==> src/logic/core_pkg.sv <==
// Shared definitions of the pipeline core
// Widths, reset vector, opcodes, forwarding selects
// ALU and writeback codes, instruction word union

package core_pkg;

	localparam int xlen     = 32; // Data word
	localparam int reg_bits = 5;  // Register index
	localparam int pc_bits  = 32;

	localparam logic [pc_bits-1:0] reset_pc = '0; // First fetch
	localparam logic [xlen-1:0]    nop_inst = 32'h0000_0013; // addi x0, x0, 0

	////////////////////////////// Opcodes
	localparam logic [6:0] op_rtype  = 7'b0110011;
	localparam logic [6:0] op_itype  = 7'b0010011;
	localparam logic [6:0] op_load   = 7'b0000011;
	localparam logic [6:0] op_store  = 7'b0100011;
	localparam logic [6:0] op_branch = 7'b1100011;
	localparam logic [6:0] op_jal    = 7'b1101111;
	localparam logic [6:0] op_lui    = 7'b0110111;

	// Operand source picked in decode
	localparam logic [1:0] fwd_none = 2'd0; // Register file
	localparam logic [1:0] fwd_exe  = 2'd1;
	localparam logic [1:0] fwd_mem  = 2'd2;
	localparam logic [1:0] fwd_wb   = 2'd3;

	typedef enum logic [3:0] {
		alu_add, alu_sub, alu_and, alu_or, alu_xor,
		alu_slt, alu_sltu, alu_sll, alu_srl, alu_sra
	} alu_op_e;

	typedef enum logic [1:0] {
		wb_pc4, // Link address
		wb_alu,
		wb_imm, // LUI
		wb_load
	} wb_sel_e;

	////////////////////////////// Instruction word
	typedef union packed {
		struct packed {
			logic [6:0]          funct7;
			logic [reg_bits-1:0] rs2;
			logic [reg_bits-1:0] rs1;
			logic [2:0]          funct3;
			logic [reg_bits-1:0] rd;
			logic [6:0]          opcode;
		} r;
		struct packed {
			logic [11:0]         imm12;
			logic [reg_bits-1:0] rs1;
			logic [2:0]          funct3;
			logic [reg_bits-1:0] rd;
			logic [6:0]          opcode;
		} i;
		struct packed {
			logic [6:0]          imm_hi;
			logic [reg_bits-1:0] rs2;
			logic [reg_bits-1:0] rs1;
			logic [2:0]          funct3;
			logic [4:0]          imm_lo;
			logic [6:0]          opcode;
		} s;
	} inst_u;

endpackage

==> src/logic/core_ifs.sv <==
// Forwarding bus from execute, memory and writeback back to decode
// Hazard control bus between decode, execute, fetch and the controller

interface fwd_if
	import core_pkg::*;
();
	logic [reg_bits-1:0] exe_rd;
	logic                exe_wr_en;
	logic                exe_is_load;  // Result not ready in execute
	logic [xlen-1:0]     exe_result;
	logic [reg_bits-1:0] mem_rd;
	logic                mem_wr_en;
	logic [xlen-1:0]     mem_result;   // Includes load data
	logic [reg_bits-1:0] wb_rd;
	logic                wb_wr_en;
	logic [xlen-1:0]     wb_result;    // Also the regfile write data

	modport exe_src (output exe_rd, exe_wr_en, exe_is_load, exe_result);
	modport mem_src (output mem_rd, mem_wr_en, mem_result, wb_rd, wb_wr_en, wb_result);
	modport sink (input exe_rd, exe_wr_en, exe_is_load, exe_result, mem_rd, mem_wr_en,
		mem_result, wb_rd, wb_wr_en, wb_result);
endinterface

interface hazard_if
	import core_pkg::*;
(
	input logic clk
);
	logic [1:0]          fwd_a, fwd_b;         // One of fwd_none .. fwd_wb
	logic                stall_id;             // Load-use hold
	logic                flush_id, flush_exe;
	logic [reg_bits-1:0] id_rs1, id_rs2;
	logic                id_use_rs1, id_use_rs2;
	logic                jal_redirect;         // JAL sitting in decode
	logic                branch_taken;         // Resolved in execute

	modport ctrl (input clk, id_rs1, id_rs2, id_use_rs1, id_use_rs2, jal_redirect, branch_taken,
		output fwd_a, fwd_b, stall_id, flush_id, flush_exe);
	modport dec (input fwd_a, fwd_b, stall_id, flush_exe,
		output id_rs1, id_rs2, id_use_rs1, id_use_rs2, jal_redirect);
	modport exe (output branch_taken);
	modport fetch (input stall_id, flush_id, branch_taken, jal_redirect);
endinterface

==> src/logic/execute_stage.sv <==
// Execute stage
// ALU, BEQ/BNE evaluation, branch target, EXE/MEM register

module execute_stage
	import core_pkg::*;
(
	input  logic                clk,
	input  logic                arst_n,
	input  logic [xlen-1:0]     ex_op_a,
	input  logic [xlen-1:0]     ex_op_b,
	input  logic [xlen-1:0]     ex_store_data,
	input  logic [xlen-1:0]     ex_imm,
	input  logic [pc_bits-1:0]  ex_pc,
	input  logic [reg_bits-1:0] ex_rd,
	input  alu_op_e             ex_alu_op,
	input  wb_sel_e             ex_wb_sel,
	input  logic                ex_wr_en,
	input  logic                ex_is_load,
	input  logic                ex_is_store,
	input  logic                ex_is_branch,
	input  logic                ex_branch_ne,
	fwd_if.exe_src              fwd,
	hazard_if.exe               hz,
	output logic [pc_bits-1:0]  br_target,
	output logic [xlen-1:0]     mem_addr,  // Data memory port, unregistered
	output logic [xlen-1:0]     mem_wdata,
	output logic                mem_write,
	output logic                mem_read,
	output logic [reg_bits-1:0] mem_rd,
	output logic                mem_wr_en,
	output wb_sel_e             mem_wb_sel,
	output logic [xlen-1:0]     mem_alu,
	output logic [xlen-1:0]     mem_imm,
	output logic [pc_bits-1:0]  mem_pc4
);

	logic [xlen-1:0]    alu_y;
	logic [4:0]         shamt;
	logic [pc_bits-1:0] pc4;

	assign shamt = ex_op_b[4:0];
	assign pc4   = ex_pc + pc_bits'(4);

	always_comb begin
		case (ex_alu_op)
			alu_sub:  alu_y = ex_op_a - ex_op_b;
			alu_and:  alu_y = ex_op_a & ex_op_b;
			alu_or:   alu_y = ex_op_a | ex_op_b;
			alu_xor:  alu_y = ex_op_a ^ ex_op_b;
			alu_slt:  alu_y = xlen'($signed(ex_op_a) < $signed(ex_op_b));
			alu_sltu: alu_y = xlen'(ex_op_a < ex_op_b);
			alu_sll:  alu_y = ex_op_a << shamt;
			alu_srl:  alu_y = ex_op_a >> shamt;
			alu_sra:  alu_y = $signed(ex_op_a) >>> shamt;
			default:  alu_y = ex_op_a + ex_op_b;
		endcase
	end

	// Taken when equality disagrees with BNE
	assign hz.branch_taken = ex_is_branch && ((ex_op_a == ex_op_b) != ex_branch_ne);
	assign br_target       = ex_pc + ex_imm;

	////////////////////////////// Forwarding source
	assign fwd.exe_rd      = ex_rd;
	assign fwd.exe_wr_en   = ex_wr_en;
	assign fwd.exe_is_load = ex_is_load; // Data comes a stage later

	always_comb begin
		case (ex_wb_sel)
			wb_pc4:  fwd.exe_result = pc4;
			wb_imm:  fwd.exe_result = ex_imm;
			default: fwd.exe_result = alu_y;
		endcase
	end

	assign mem_addr  = alu_y;
	assign mem_wdata = ex_store_data;
	assign mem_write = ex_is_store;
	assign mem_read  = ex_is_load;

	////////////////////////////// EXE/MEM
	always_ff @(posedge clk or negedge arst_n) begin
		if (!arst_n)
			mem_wr_en <= 1'b0;
		else
			mem_wr_en <= ex_wr_en;
	end

	always_ff @(posedge clk) begin
		mem_rd     <= ex_rd;
		mem_wb_sel <= ex_wb_sel;
		mem_alu    <= alu_y;
		mem_imm    <= ex_imm;
		mem_pc4    <= pc4;
	end

	// The flush behind a taken branch leaves a bubble in execute
	a_branch_bubble: assert property (@(posedge clk) disable iff (!arst_n)
		hz.branch_taken |=> !hz.branch_taken);

endmodule

==> src/flat_wrapper.sv <==
// flat-port wrapper written by rule: the top's interface ports become plain ports
module execute_stage_flat import core_pkg::*;
  (clk, arst_n, ex_op_a, ex_op_b, ex_store_data, ex_imm, ex_pc, ex_rd, ex_alu_op, ex_wb_sel, ex_wr_en, ex_is_load, ex_is_store, ex_is_branch, ex_branch_ne, br_target, mem_addr, mem_wdata, mem_write, mem_read, mem_rd, mem_wr_en, mem_wb_sel, mem_alu, mem_imm, mem_pc4, fwd_exe_rd, fwd_exe_wr_en, fwd_exe_is_load, fwd_exe_result, hz_branch_taken);
  fwd_if fwd_i ();
  hazard_if hz_i (.clk(clk));
  input  logic clk;
  input  logic arst_n;
  input  logic [xlen-1:0] ex_op_a;
  input  logic [xlen-1:0] ex_op_b;
  input  logic [xlen-1:0] ex_store_data;
  input  logic [xlen-1:0] ex_imm;
  input  logic [pc_bits-1:0] ex_pc;
  input  logic [reg_bits-1:0] ex_rd;
  input  alu_op_e ex_alu_op;
  input  wb_sel_e ex_wb_sel;
  input  logic ex_wr_en;
  input  logic ex_is_load;
  input  logic ex_is_store;
  input  logic ex_is_branch;
  input  logic ex_branch_ne;
  output logic [pc_bits-1:0] br_target;
  output logic [xlen-1:0] mem_addr;
  output logic [xlen-1:0] mem_wdata;
  output logic mem_write;
  output logic mem_read;
  output logic [reg_bits-1:0] mem_rd;
  output logic mem_wr_en;
  output wb_sel_e mem_wb_sel;
  output logic [xlen-1:0] mem_alu;
  output logic [xlen-1:0] mem_imm;
  output logic [pc_bits-1:0] mem_pc4;
  output wire logic [$bits(fwd_i.exe_rd)-1:0] fwd_exe_rd;
  output wire logic [$bits(fwd_i.exe_wr_en)-1:0] fwd_exe_wr_en;
  output wire logic [$bits(fwd_i.exe_is_load)-1:0] fwd_exe_is_load;
  output wire logic [$bits(fwd_i.exe_result)-1:0] fwd_exe_result;
  output wire logic [$bits(hz_i.branch_taken)-1:0] hz_branch_taken;
  assign fwd_exe_rd = fwd_i.exe_rd;
  assign fwd_exe_wr_en = fwd_i.exe_wr_en;
  assign fwd_exe_is_load = fwd_i.exe_is_load;
  assign fwd_exe_result = fwd_i.exe_result;
  assign hz_branch_taken = hz_i.branch_taken;
  execute_stage u_core (.clk(clk), .arst_n(arst_n), .ex_op_a(ex_op_a), .ex_op_b(ex_op_b), .ex_store_data(ex_store_data), .ex_imm(ex_imm), .ex_pc(ex_pc), .ex_rd(ex_rd), .ex_alu_op(ex_alu_op), .ex_wb_sel(ex_wb_sel), .ex_wr_en(ex_wr_en), .ex_is_load(ex_is_load), .ex_is_store(ex_is_store), .ex_is_branch(ex_is_branch), .ex_branch_ne(ex_branch_ne), .fwd(fwd_i), .hz(hz_i), .br_target(br_target), .mem_addr(mem_addr), .mem_wdata(mem_wdata), .mem_write(mem_write), .mem_read(mem_read), .mem_rd(mem_rd), .mem_wr_en(mem_wr_en), .mem_wb_sel(mem_wb_sel), .mem_alu(mem_alu), .mem_imm(mem_imm), .mem_pc4(mem_pc4));
endmodule
==> config.mk <==
export PLATFORM = sky130hd
export DESIGN_NAME = execute_stage_flat
export DESIGN_NICKNAME = d
export VERILOG_FILES = /design/src/logic/core_pkg.sv /design/src/logic/core_ifs.sv /design/src/logic/execute_stage.sv /design/src/flat_wrapper.sv
export SDC_FILE = /design/constraint.sdc
export NUM_CORES = 1
export LEC_CHECK = 0
export BUFFER_PORTS_ARGS = -buffer_cell sky130_fd_sc_hd__buf_2
export CAP_MARGIN = 40
export CORE_UTILIZATION = 54
export CTS_BUF_LIST = sky130_fd_sc_hd__clkbuf_16
export DETAILED_ROUTE_END_ITERATION = 8
export PLACE_DENSITY = 0.83
export REMOVE_ABC_BUFFERS = 1
export SLEW_MARGIN = 20
export SYNTH_ARGS = -nofsm -noshare
export SYNTH_HDL_FRONTEND = slang
export SYNTH_SLANG_ARGS = --single-unit
==> constraint.sdc <==
create_clock -name clk -period 5 [get_ports clk]
set_input_delay 0.5 -clock clk [delete_from_list [all_inputs] [get_ports clk]]
set_output_delay 0.5 -clock clk [all_outputs]
set_load 0.1 [all_outputs]
Yosys cells after proc, flatten, opt, wreduce, memory -nomap -nowiden:

Index checks and enable logic that the tools add are counted.
Widths: inputs -> output; s select.

* bits in registers: 104
* output and inout bits: 242
* bits of input ports: 178
* word-level logic and storage cells: 34

* reduce and logical (&&, ||, !) cells: 2
* $add $sub $neg: 4
* $lt $le $gt $ge: 2
* mux-type cells: 2
* shift-type cells: 3
* equality and inequality tests: 12
* bitwise logic cells: 3

Operator list (number)
* $pmux 32 s9: 1
* $add 32x32->32: 2
* $lt 32x32->1: 2
* $pmux 32 s2: 1
* $add 32x3->32 const B: 1
* $and 32x32->32: 1
* $eq 32x32->1: 1
* $or 32x32->32: 1
* $shl 32x5->32: 1
* $shr 32x5->32: 1
* $sshr 32x5->32: 1
* $sub 32x32->32: 1
* $xor 32x32->32: 1
* $eq 4x3->1 const B: 4
* $eq 4x2->1 const B: 2
* $eq 4x4->1 const B: 2
* $eq 4x1->1 const B: 1
* $eq 2x2->1 const B: 1
* $logic_not 2->1: 1
* $logic_and 1x1->1: 1
* $ne 1x1->1: 1

Depth between registers and ports, before layout:

Gate-level depths: netlist of run 1.

* depth after elaboration: 3
* gate-level depth with buffers: 17
* gate-level depth less buffers: 14

Least setup slack after synthesis of run 1:

No wires, ideal clock.

* path kind: input port to output port
* from: input ex_op_b[2]
* to: output fwd_exe_result[20]
* slack: -2.102 ns
* required time: 4.500 ns
* buffers on the path: 5
* stages on the path: 17
* arrival time: 6.602 ns
* cells stage by stage: inv_1 -> buf_2 -> buf_2 -> buf_1 -> buf_2 -> ha_1 -> buf_2 -> nor2b_1 -> o21ai_0 -> a21o_1 -> a21oi_1 -> o21ai_1 -> nand2_1 -> a21boi_0 -> o22ai_1 -> a211oi_1 -> a21o_1

* word-level cells in the longest chain between the ends: 3
* elaborated cells between the ends (all ways): 7
* those cells by class: add/sub: 2; shift: 3; mux: 2

RTL lines
* start: declaration: RTL line flat_wrapper.sv:9 `input logic [xlen-1:0] ex_op_b;`
* $add 32x32->32 (tied with other cells): RTL line execute_stage.sv:55 `default: alu_y = ex_op_a + ex_op_b;`
* $pmux 32 s9 (*): RTL line execute_stage.sv:45 `case (ex_alu_op)`
* net mem_addr[20]: RTL line flat_wrapper.sv:22 `output logic [xlen-1:0] mem_addr;`
* $pmux 32 s2 (*): RTL line execute_stage.sv:69 `case (ex_wb_sel)`
* end: declaration: RTL line flat_wrapper.sv:35 `output wire logic [$bits(fwd_i.exe_result)-1:0] fwd_exe_result;`

Mark *: on every way through the listed nets, which the timed path passes. The rest lies on a longest branch.

Worst setup path in the final report of run 1:

* from: input ex_op_a[0]
* to: output mem_addr[0]

* word-level cells in the longest chain between the ends: 2
* elaborated cells between the ends (all ways): 11
* those cells by class: add/sub: 2; order compare: 2; shift: 3; mux: 1; bitwise: 3

RTL lines
* start: declaration: RTL line flat_wrapper.sv:8 `input logic [xlen-1:0] ex_op_a;`
* $add 32x32->32 (tied with other cells): RTL line execute_stage.sv:55
* $pmux 32 s9 (*): RTL line execute_stage.sv:45
* end: declaration: RTL line flat_wrapper.sv:22

Mark *: on every way between the ends. The rest lies on a longest branch, timed or not.

==> results of run 1 <==
[layout make-up]
| type | instances | area, um^2 |
|---|---|---|
| multi-input cells | 1463 | 10600 |
| fillers | 2254 | 8430 |
| repair buffers | 421 | 3030 |
| flip-flops and latches | 104 | 2090 |
| inverters | 126 | 473 |
| clock inverters | 7 | 101 |
| well taps | 330 | 413 |
| clock buffers | 9 | 225 |
[cell usage in the layout (no fill, tap or decap), types with 44 or more instances in the layout]
master,instances
o21ai_0,77
buf_12,48
buf_2,302
ha_1,129
buf_4,69
dfxtp_1,103
a21oi_1,154
xnor2_1,45
nor2_1,203
mux2i_1,92
a211oi_1,44
inv_1,123
nand2_1,146
[cell families (layout without fill, tap and decap cells)]
| logic type | after synthesis | in the layout | share of synthesized area, % |
|---|---|---|---|
| compound gates | 592 | 592 | 28.9 |
| simple gates | 532 | 532 | 17.2 |
| buf+inv | 285 | 563 | 9.58 |
| mux | 148 | 148 | 13.8 |
| fa+ha+maj | 132 | 132 | 12.0 |
| flops | 104 | 104 | 14.9 |
| xor+xnor | 59 | 59 | 3.69 |
[critical path: stages]
cell and delay, ns:
buf_2 0.14, inv_1 0.09, ha_1 0.22, inv_1 0.07, fa_1 0.22, nand2b_1 0.07
a21oi_1 0.33, o21ai_1 0.17, a21o_1 0.24, o22ai_1 0.23, a211oi_1 0.17, o21ai_1 0.44
a21oi_1 0.14, nor3_1 0.61, buf_4 0.23, o21bai_1 0.07, buf_2 0.30
[report_power, final]
part           internal [W]  leakage (nW)  total, W  switching (W)
sequential         0.000909         0.881  0.000932      0.0000237
clock              0.000443         0.153  0.000779       0.000335
combinational      0.000920          6.97   0.00367        0.00275
[worst min-delay path by stage]
| stage | endpoint | cells past startpoint |
|---|---|---|
| after detailed placement | u_core.mem_wr_en$_DFF_PN0_ | 1 |
| after CTS | u_core.mem_rd[2]$_DFF_P_ | 1 |
| final | u_core.mem_rd[2]$_DFF_P_ | 1 |
| after global placement | u_core.mem_wr_en$_DFF_PN0_ | 1 |
| after global routing | u_core.mem_rd[2]$_DFF_P_ | 1 |
| after floorplan | u_core.mem_wr_en$_DFF_PN0_ | 0 |
[what timing repair did]
action,CTS,global route
buffers inserted,0,0
resized for setup,0,1
endpoints found under the hold margin,1,0
hold buffers,1,0
endpoints found under the setup margin,0,1
[registers in the layout, summed over array words and instances (netlist names)]
register and flops:
u_core.mem_imm 32, u_core.mem_pc4 32, u_core.mem_rd 5, u_core.mem_alu 32, u_core.mem_wr_en 1, u_core.mem_wb_sel 2
[per-layer routing]
layer | global-route usage (%) | part of all wire, %
met1 | 56.0 | 38
met5 | 0.379 | 0
met4 | 24.6 | 5.8
met2 | 72.1 | 45
met3 | 11.0 | 11
[stage by stage]
step / cells / setup slack (ns) / instance area (um^2) / utilization, %
2_1_floorplan: 1693 / -2.03 / 13100 / -
3_3_place_gp: 2442 / 0.378 / 16500 / 65.3
3_5_place_dp: 2443 / 0.299 / 16600 / 65.4
4_1_cts: 2460 / 0.286 / 16900 / 66.7
5_1_grt: 2460 / 0.172 / 16900 / 66.7
6_report: 2460 / 0.246 / 16900 / 66.7
==> results.tsv, run 1 <==
metric	value	unit
mean routed wirelength per cell	24.9	um
min-delay src	ex_rd[2]	
kind of critical path	primary input to output pin	
period utilisation layout	95.1	%
Leak	8.00	nW
register area share after synthesis	14.9	%
worst hold path type	primary input to flop	
Area Growth Syn to Fin	20.8	%
RSZ-0062 raised after global routing	false	
hold slack	0.248	ns
largest net degree at the start of global routing	87	
Worst Path Required	4.50	ns
Antenna diodes	0	
max-slew violations	0	
NumNets Final	2435	
Die W	163	um
Synth area leaders	dfxtp_1 (15%), ha_1 (12%), mux2i_1 (6.6%)	
vias in the first global route	15600	
DRT antenna net count	0	
H-tree lvl count	3	
startpoint types	primary input	
Root Driver	clkbuf_16	
Setup TNS Final	0	ns
measured slew at the worst slew-check pin	0.885	ns
Synth Area per Inst	7.55	um^2
worst setup path endpoint	mem_addr[0]	
Initial Utilization	55.2	%
Core Region	25300	um^2
Pwr Density	318	nW/um^2
min Tclk post-route	4.75	ns
total track usage	45.2	%
top cell type's share of synthesized area	14.7	%
number of synthesized flops with an enable pin	0	
Yosys Warn Count	0	
CTS tree	yes	
Yosys top cell by area	dfxtp_1	
instance count of the mapped netlist	1852	
ys flop type	dfxtp_1	
asr flop ratio synth	0.962	%
DIE AREA	26500	um^2
final global-route overflow total	0	
Rel. slew slack	40.6	%
commonest cells in the netlist	nor2_1 (203), a21oi_1 (154), nand2_1 (146), ha_1 (129), inv_1 (123)	
first-pass GRT wire length	91700	um
initial antenna violation count	0	
number of port buffers	350	
Total Routed Length	61200	um
Post-Syn Area	14000	um^2
Peak supply drop	0.514	mV
# IOs	420	
final setup violating endpoints	0	
Power Total	0.00538	W
1st-iter DRT viols	1924	
Max Clk Rate	210	MHz
critical path peak fanout	5	
cts bufs inserted	9	
DPL Wire Length	48500	um
WP data arrival	4.25	ns
crit path launch	ex_op_a[0]	
max cap viols	0	
router iterations before antenna repair	6	
clock buffer depth	2	
Synth cell types	92	
share of layout cells above drive strength 1	24.3	%
Crit. End Element	output pin	
Routability Congestion	1.06	
Die H	163	um
clk slew on worst S/H paths	0.08	ns
via count	16200	
site row count	58	
status	completed	
Post-route DRC	0	
Via-to-Cell Ratio	6.60	
Final Hold Vio Count	0	
clk sink count	104	
most common cell in the netlist	nor2_1	
post-synthesis register bit count	104	
Power figures use the tool's default switching activity.
==> inputs of run 2 (changes only) <==
- CORE_ASPECT_RATIO: unset -> 1.2
- CORE_UTILIZATION: 54 -> 49
- PLACE_DENSITY: 0.83 -> 0.8
- clock period: 5 -> 4.3 ns (I/O delays scaled with it)
==> results.tsv, run 2 (synthesized netlist as in run 1, its figures left out) <==
metric	value	unit
total track usage	43.0	%
Reg power frac	17.0	%
DP Cell Count	2558	
Total Routed Length	63800	um
pre-CTS WS	-0.0581	ns
WP data arrival	3.76	ns
clk sink count	104	
startpoint types	primary input	
Die W	156	um
vias in the first global route	15800	
Int Pwr	0.00271	W
min Tclk post-route	4.19	ns
commonest non-fill, non-tap cell in the layout	buf_2	
H-tree lvl count	3	
Via-to-Cell Ratio	6.47	
measured slew at the worst slew-check pin	0.797	ns
met2 WL	28900	um
worst hold endpoint	u_core.mem_wr_en$_DFF_PN0_	
Die H	187	um
final setup violating endpoints	0	
crit path launch	ex_op_a[9]	
sw frac	57.4	%
share of layout cells above drive strength 1	27.3	%
# IOs	420	
1st-iter DRT viols	1868	
initial antenna violation count	2	
Max Clk Rate	239	MHz
Root Driver	clkbuf_16	
critical path peak fanout	8	
hold slack	0.191	ns
largest net degree at the start of global routing	61	
max layer used	met5	
Post-route DRC	0	
min-delay src	ex_wr_en	
router iterations before antenna repair	6	
cts bufs inserted	9	
Final Hold Vio Count	0	
kind of critical path	primary input to output pin	
site row count	67	
NumNets Final	2501	
Core Region	28000	um^2
Clk pwr share	13.0	%
largest registers	u_core.mem_alu: 32 flops, u_core.mem_imm: 32 flops, u_core.mem_pc4: 32 flops	
worst hold path type	primary input to flop	
met3 wire length	6480	um
Area Growth Syn to Fin	26.3	%
most frequent cells in the layout	buf_2 (293), nor2_1 (203), a21oi_1 (152)	
mean routed wirelength per cell	24.8	um
Routability Congestion	1.06	
first-pass GRT wire length	95800	um
RSZ-0062 raised after global routing	true	
status	completed	
DPL Wire Length	51100	um
final global-route overflow total	0	
Peak supply drop	0.390	mV
Crit. End Element	output pin	
Cell Count, Final, Fillers Out	2576	
CTS tree	yes	
Leak	8.38	nW
NetSw	0.00365	W
clk slew on worst S/H paths	0.08	ns
worst setup margin	0.108	ns
DIE AREA	29200	um^2
DRT antenna net count	0	
Worst Path Required	3.87	ns
Comb pwr share	70.1	%
wl on met1	23900	um
number of port buffers	350	
via count	16700	
Rel. slew slack	46.9	%
Post-CTS Setup Repair Bufs	0	
Pwr Density	360	nW/um^2
Worst Hold Depth	1	
max-slew violations	0	
clock buffer depth	2	
Initial Utilization	50.0	%
max cap viols	0	
period utilisation layout	97.5	%
[run 2: changes by cell type in the layout (fill, tap and decap cells not counted), moves of 3 or more]
cell,before,now
buf_12,48,57
buf_2,302,293
ha_1,129,126
buf_4,69,132
[run 2: metrics by stage]
stage | util (%) | area, um^2 | setup TNS (ns) | total power [W]
2_1_floorplan | - | 13100 | -76.88 | 0.00408
3_3_place_gp | 61.5 | 17200 | -0.0379 | 0.00543
3_5_place_dp | 61.6 | 17200 | -0.0697 | 0.00546
4_1_cts | 62.7 | 17600 | 0 | 0.00629
5_1_grt | 63.1 | 17700 | -0.0180 | 0.00657
6_report | 63.1 | 17700 | 0 | 0.00636
[run 2: worst max path at each step]
| stage | depth (start not counted) | slack, ns | end |
|---|---|---|---|
| 2_1_floorplan | 12 | -2.59 | fwd_exe_result[23] |
| 4_1_cts | 14 | 0.005 | fwd_exe_result[27] |
| 3_5_place_dp | 14 | -0.06 | fwd_exe_result[27] |
| 6_report | 15 | 0.11 | fwd_exe_result[31] |
| 5_1_grt | 16 | -0.02 | fwd_exe_result[31] |
| 3_3_place_gp | 14 | -0.04 | fwd_exe_result[27] |
[run 2: area by class of cell]
type,instances,area [um^2]
antenna,1,2.50
clock buffer,9,225
clock inverter,7,72.6
fill,2515,10300
inverter,126,473
multi-input combinational,1463,10700
sequential,104,2090
tap,379,474
timing repair buffer,487,3670
[run 2: routing by layer]
layer,global-route usage [%],vias up
li1,-,7400
met1,53.1,7849
met2,68.7,1159
met3,8.32,257
met4,25.5,6
met5,1.87,-
[run 2: power groups by stage]
stage	combinational, W	sequential, W	clock [W]
after detailed placement	0.00436	0.00110	0
after global routing	0.00460	0.00109	0.000877
final	0.00446	0.00108	0.000824
after global placement	0.00433	0.00110	0
after floorplan	0.00230	0.00179	0
after CTS	0.00438	0.00108	0.000833
[run 2: critical path, stage by stage]
cell and delay [ns]:
buf_2 0.19, inv_1 0.07, ha_2 0.34, and2_1 0.17
and3_1 0.20, a221o_1 0.35, o21ai_2 0.20, a31oi_1 0.17
a41o_1 0.33, a41o_1 0.27, o211a_1 0.25, mux2_2 0.28
o31ai_1 0.19, buf_4 0.16, buf_12 0.16
[run 2: repair_timing]
action | CTS | global route
hold buffers | 1 | 0
resized for setup | 1 | 26
endpoints found under the hold margin | 1 | 0
pin swaps | 0 | 1
setup endpoints to repair | 4 | 22
==> inputs of run 3 (changes only) <==
- CELL_PAD_IN_SITES_DETAIL_PLACEMENT: unset -> 1
- CELL_PAD_IN_SITES_GLOBAL_PLACEMENT: unset -> 1
- CORE_UTILIZATION: 49 -> 35
- PLACE_DENSITY: 0.8 -> unset
- PLACE_DENSITY_LB_ADDON: unset -> 0.1
==> results.tsv, run 3 (synthesized netlist as in run 1, its figures left out) <==
metric	value	unit
status	completed	
measured slew at the worst slew-check pin	0.989	ns
Routability Congestion	0.978	
final setup violating endpoints	0	
cts bufs inserted	9	
WP data arrival	3.78	ns
min Tclk post-route	4.21	ns
period utilisation layout	98.0	%
dpl cell area	17800	um^2
Final Hold Vio Count	0	
pre-CTS WS	-0.0817	ns
critical path peak fanout	33	
Max Clk Rate	237	MHz
clock buffer depth	2	
DRT antenna net count	0	
first-pass GRT wire length	104000	um
max cap viols	0	
Die H	221	um
critical path cell sequence	buf_4 -> buf_16 -> buf_6 -> mux2i_1 -> mux2i_1 -> and2_1 -> a311oi_1 -> a211oi_1 -> o32a_1 -> a221oi_2 -> o211a_1 -> a32oi_1 -> buf_4 -> o21a_1 -> buf_12	
largest registers	u_core.mem_alu: 32 flops, u_core.mem_imm: 32 flops, u_core.mem_pc4: 32 flops	
Total Routed Length	70500	um
Crit. End Element	output pin	
Crit path max-delay family	compound AO/OA/AOI/OAI gates	
via count	16300	
kind of critical path	primary input to output pin	
worst hold path type	primary input to flop	
Die W	184	um
site row count	79	
cell area after layout	18200	um^2
Core Region	39000	um^2
NetSw	0.00376	W
CP max stage delay	0.42	ns
Peak supply drop	0.307	mV
max-slew violations	0	
total track usage	33.6	%
mean routed wirelength per cell	25.5	um
1st-iter DRT viols	1095	
Rel. slew slack	34.0	%
worst setup margin	0.0857	ns
sw frac	58.1	%
router iterations before antenna repair	5	
startpoint types	primary input	
clk slew on worst S/H paths	0.08	ns
Critical Path Stages	15	
largest net degree at the start of global routing	66	
end-of-flow core utilization	46.7	%
Comb pwr share	70.5	%
clk sink count	104	
Clk pwr share	12.8	%
DPL Wire Length	57200	um
# IOs	420	
Worst Hold Depth	1	
Post-route DRC	0	
NumNets Final	2539	
initial antenna violation count	5	
Pwr Density	355	nW/um^2
worst hold endpoint	u_core.mem_rd[2]$_DFF_P_	
vias in the first global route	16700	
Initial Utilization	35.8	%
FILL cells	4880	
share of layout cells above drive strength 1	28.7	%
min-delay src	ex_rd[2]	
CTS tree	yes	
Root Driver	clkbuf_16	
Reg power frac	16.7	%
DIE AREA	40800	um^2
register area	2090	um^2
Power Total	0.00647	W
multi-input logic area	10700	um^2
Slowest-stage cell, CP	a311oi_1	
commonest non-fill, non-tap cell in the layout	buf_2	
Area Growth Syn to Fin	30.3	%
Int Pwr	0.00271	W
number of port buffers	350	
Buf+Inv Stages, Crit Path	5	
final global-route overflow total	0	
Worst Path Required	3.87	ns
Via-to-Cell Ratio	5.92	
Leak	8.58	nW
H-tree lvl count	3	
most frequent cells in the layout	buf_2 (291), nor2_1 (203), buf_4 (166)	
run 3: cell count changes in the layout (fill, tap and decap cells not counted), sizes merged:
cell and change:
clkinvlp +1, diode +1, bufinv -1, inv -1, buf +37, clkbuf +1
run 3: metal layers:
metal | vias to the layer above | track usage (%) | share of wire, %
met5 | - | 1.94 | 0.15
met4 | 4 | 14.8 | 4.4
met3 | 140 | 6.88 | 7.1
met2 | 651 | 54.8 | 46
met1 | 8082 | 42.2 | 42
li1 | 7456 | - | -
run 3: how the worst max path moves through the flow:
| stage | endpoint | from | slack [ns] |
|---|---|---|---|
| finish | fwd_exe_result[29] | ex_op_b[0] | 0.09 |
| global route | fwd_exe_result[30] | ex_op_b[0] | -0.03 |
| CTS | fwd_exe_result[29] | ex_op_b[0] | 0.003 |
| detailed placement | fwd_exe_result[27] | ex_op_b[1] | -0.08 |
| global placement | fwd_exe_result[31] | ex_op_b[1] | -0.04 |
| floorplan | fwd_exe_result[23] | ex_op_b[1] | -2.59 |
run 3: power by group through the flow:
| stage | sequential, W | combinational (W) | clock, W |
|---|---|---|---|
| final | 0.00108 | 0.00456 | 0.000826 |
| after global routing | 0.00109 | 0.00473 | 0.000883 |
| after CTS | 0.00108 | 0.00451 | 0.000852 |
| after detailed placement | 0.00110 | 0.00449 | 0 |
| after global placement | 0.00110 | 0.00446 | 0 |
| after floorplan | 0.00179 | 0.00230 | 0 |
run 3: per-stage QoR:
step / TNS (ns) / hold slack, ns / cells
CTS: 0 / 0.142 / 2758
detailed placement: -0.213 / 0.211 / 2742
finish: 0 / 0.161 / 2761
global route: -0.0576 / 0.148 / 2759
floorplan: -76.88 / 0.134 / 1693
global placement: -0.0389 / 0.208 / 2739
run 3: layout make-up:
cell class                 count  share of cell area [%]
clock buffer                   9                    1.24
clock inverter                 6                   0.240
inverter                     126                    2.62
multi-input combinational   1463                    58.7
tap                          526                    3.61
timing repair buffer         525                    22.1
sequential                   104                    11.5
antenna                        2                  0.0275
run 3: repair_timing:
item | CTS | global route
hold buffers | 1 | 0
setup buffers | 0 | 0
endpoints found under the hold margin | 1 | 0
gates cloned | 0 | 1
setup endpoints to repair | 5 | 24
resized for setup | 3 | 25
pin swaps | 1 | 6
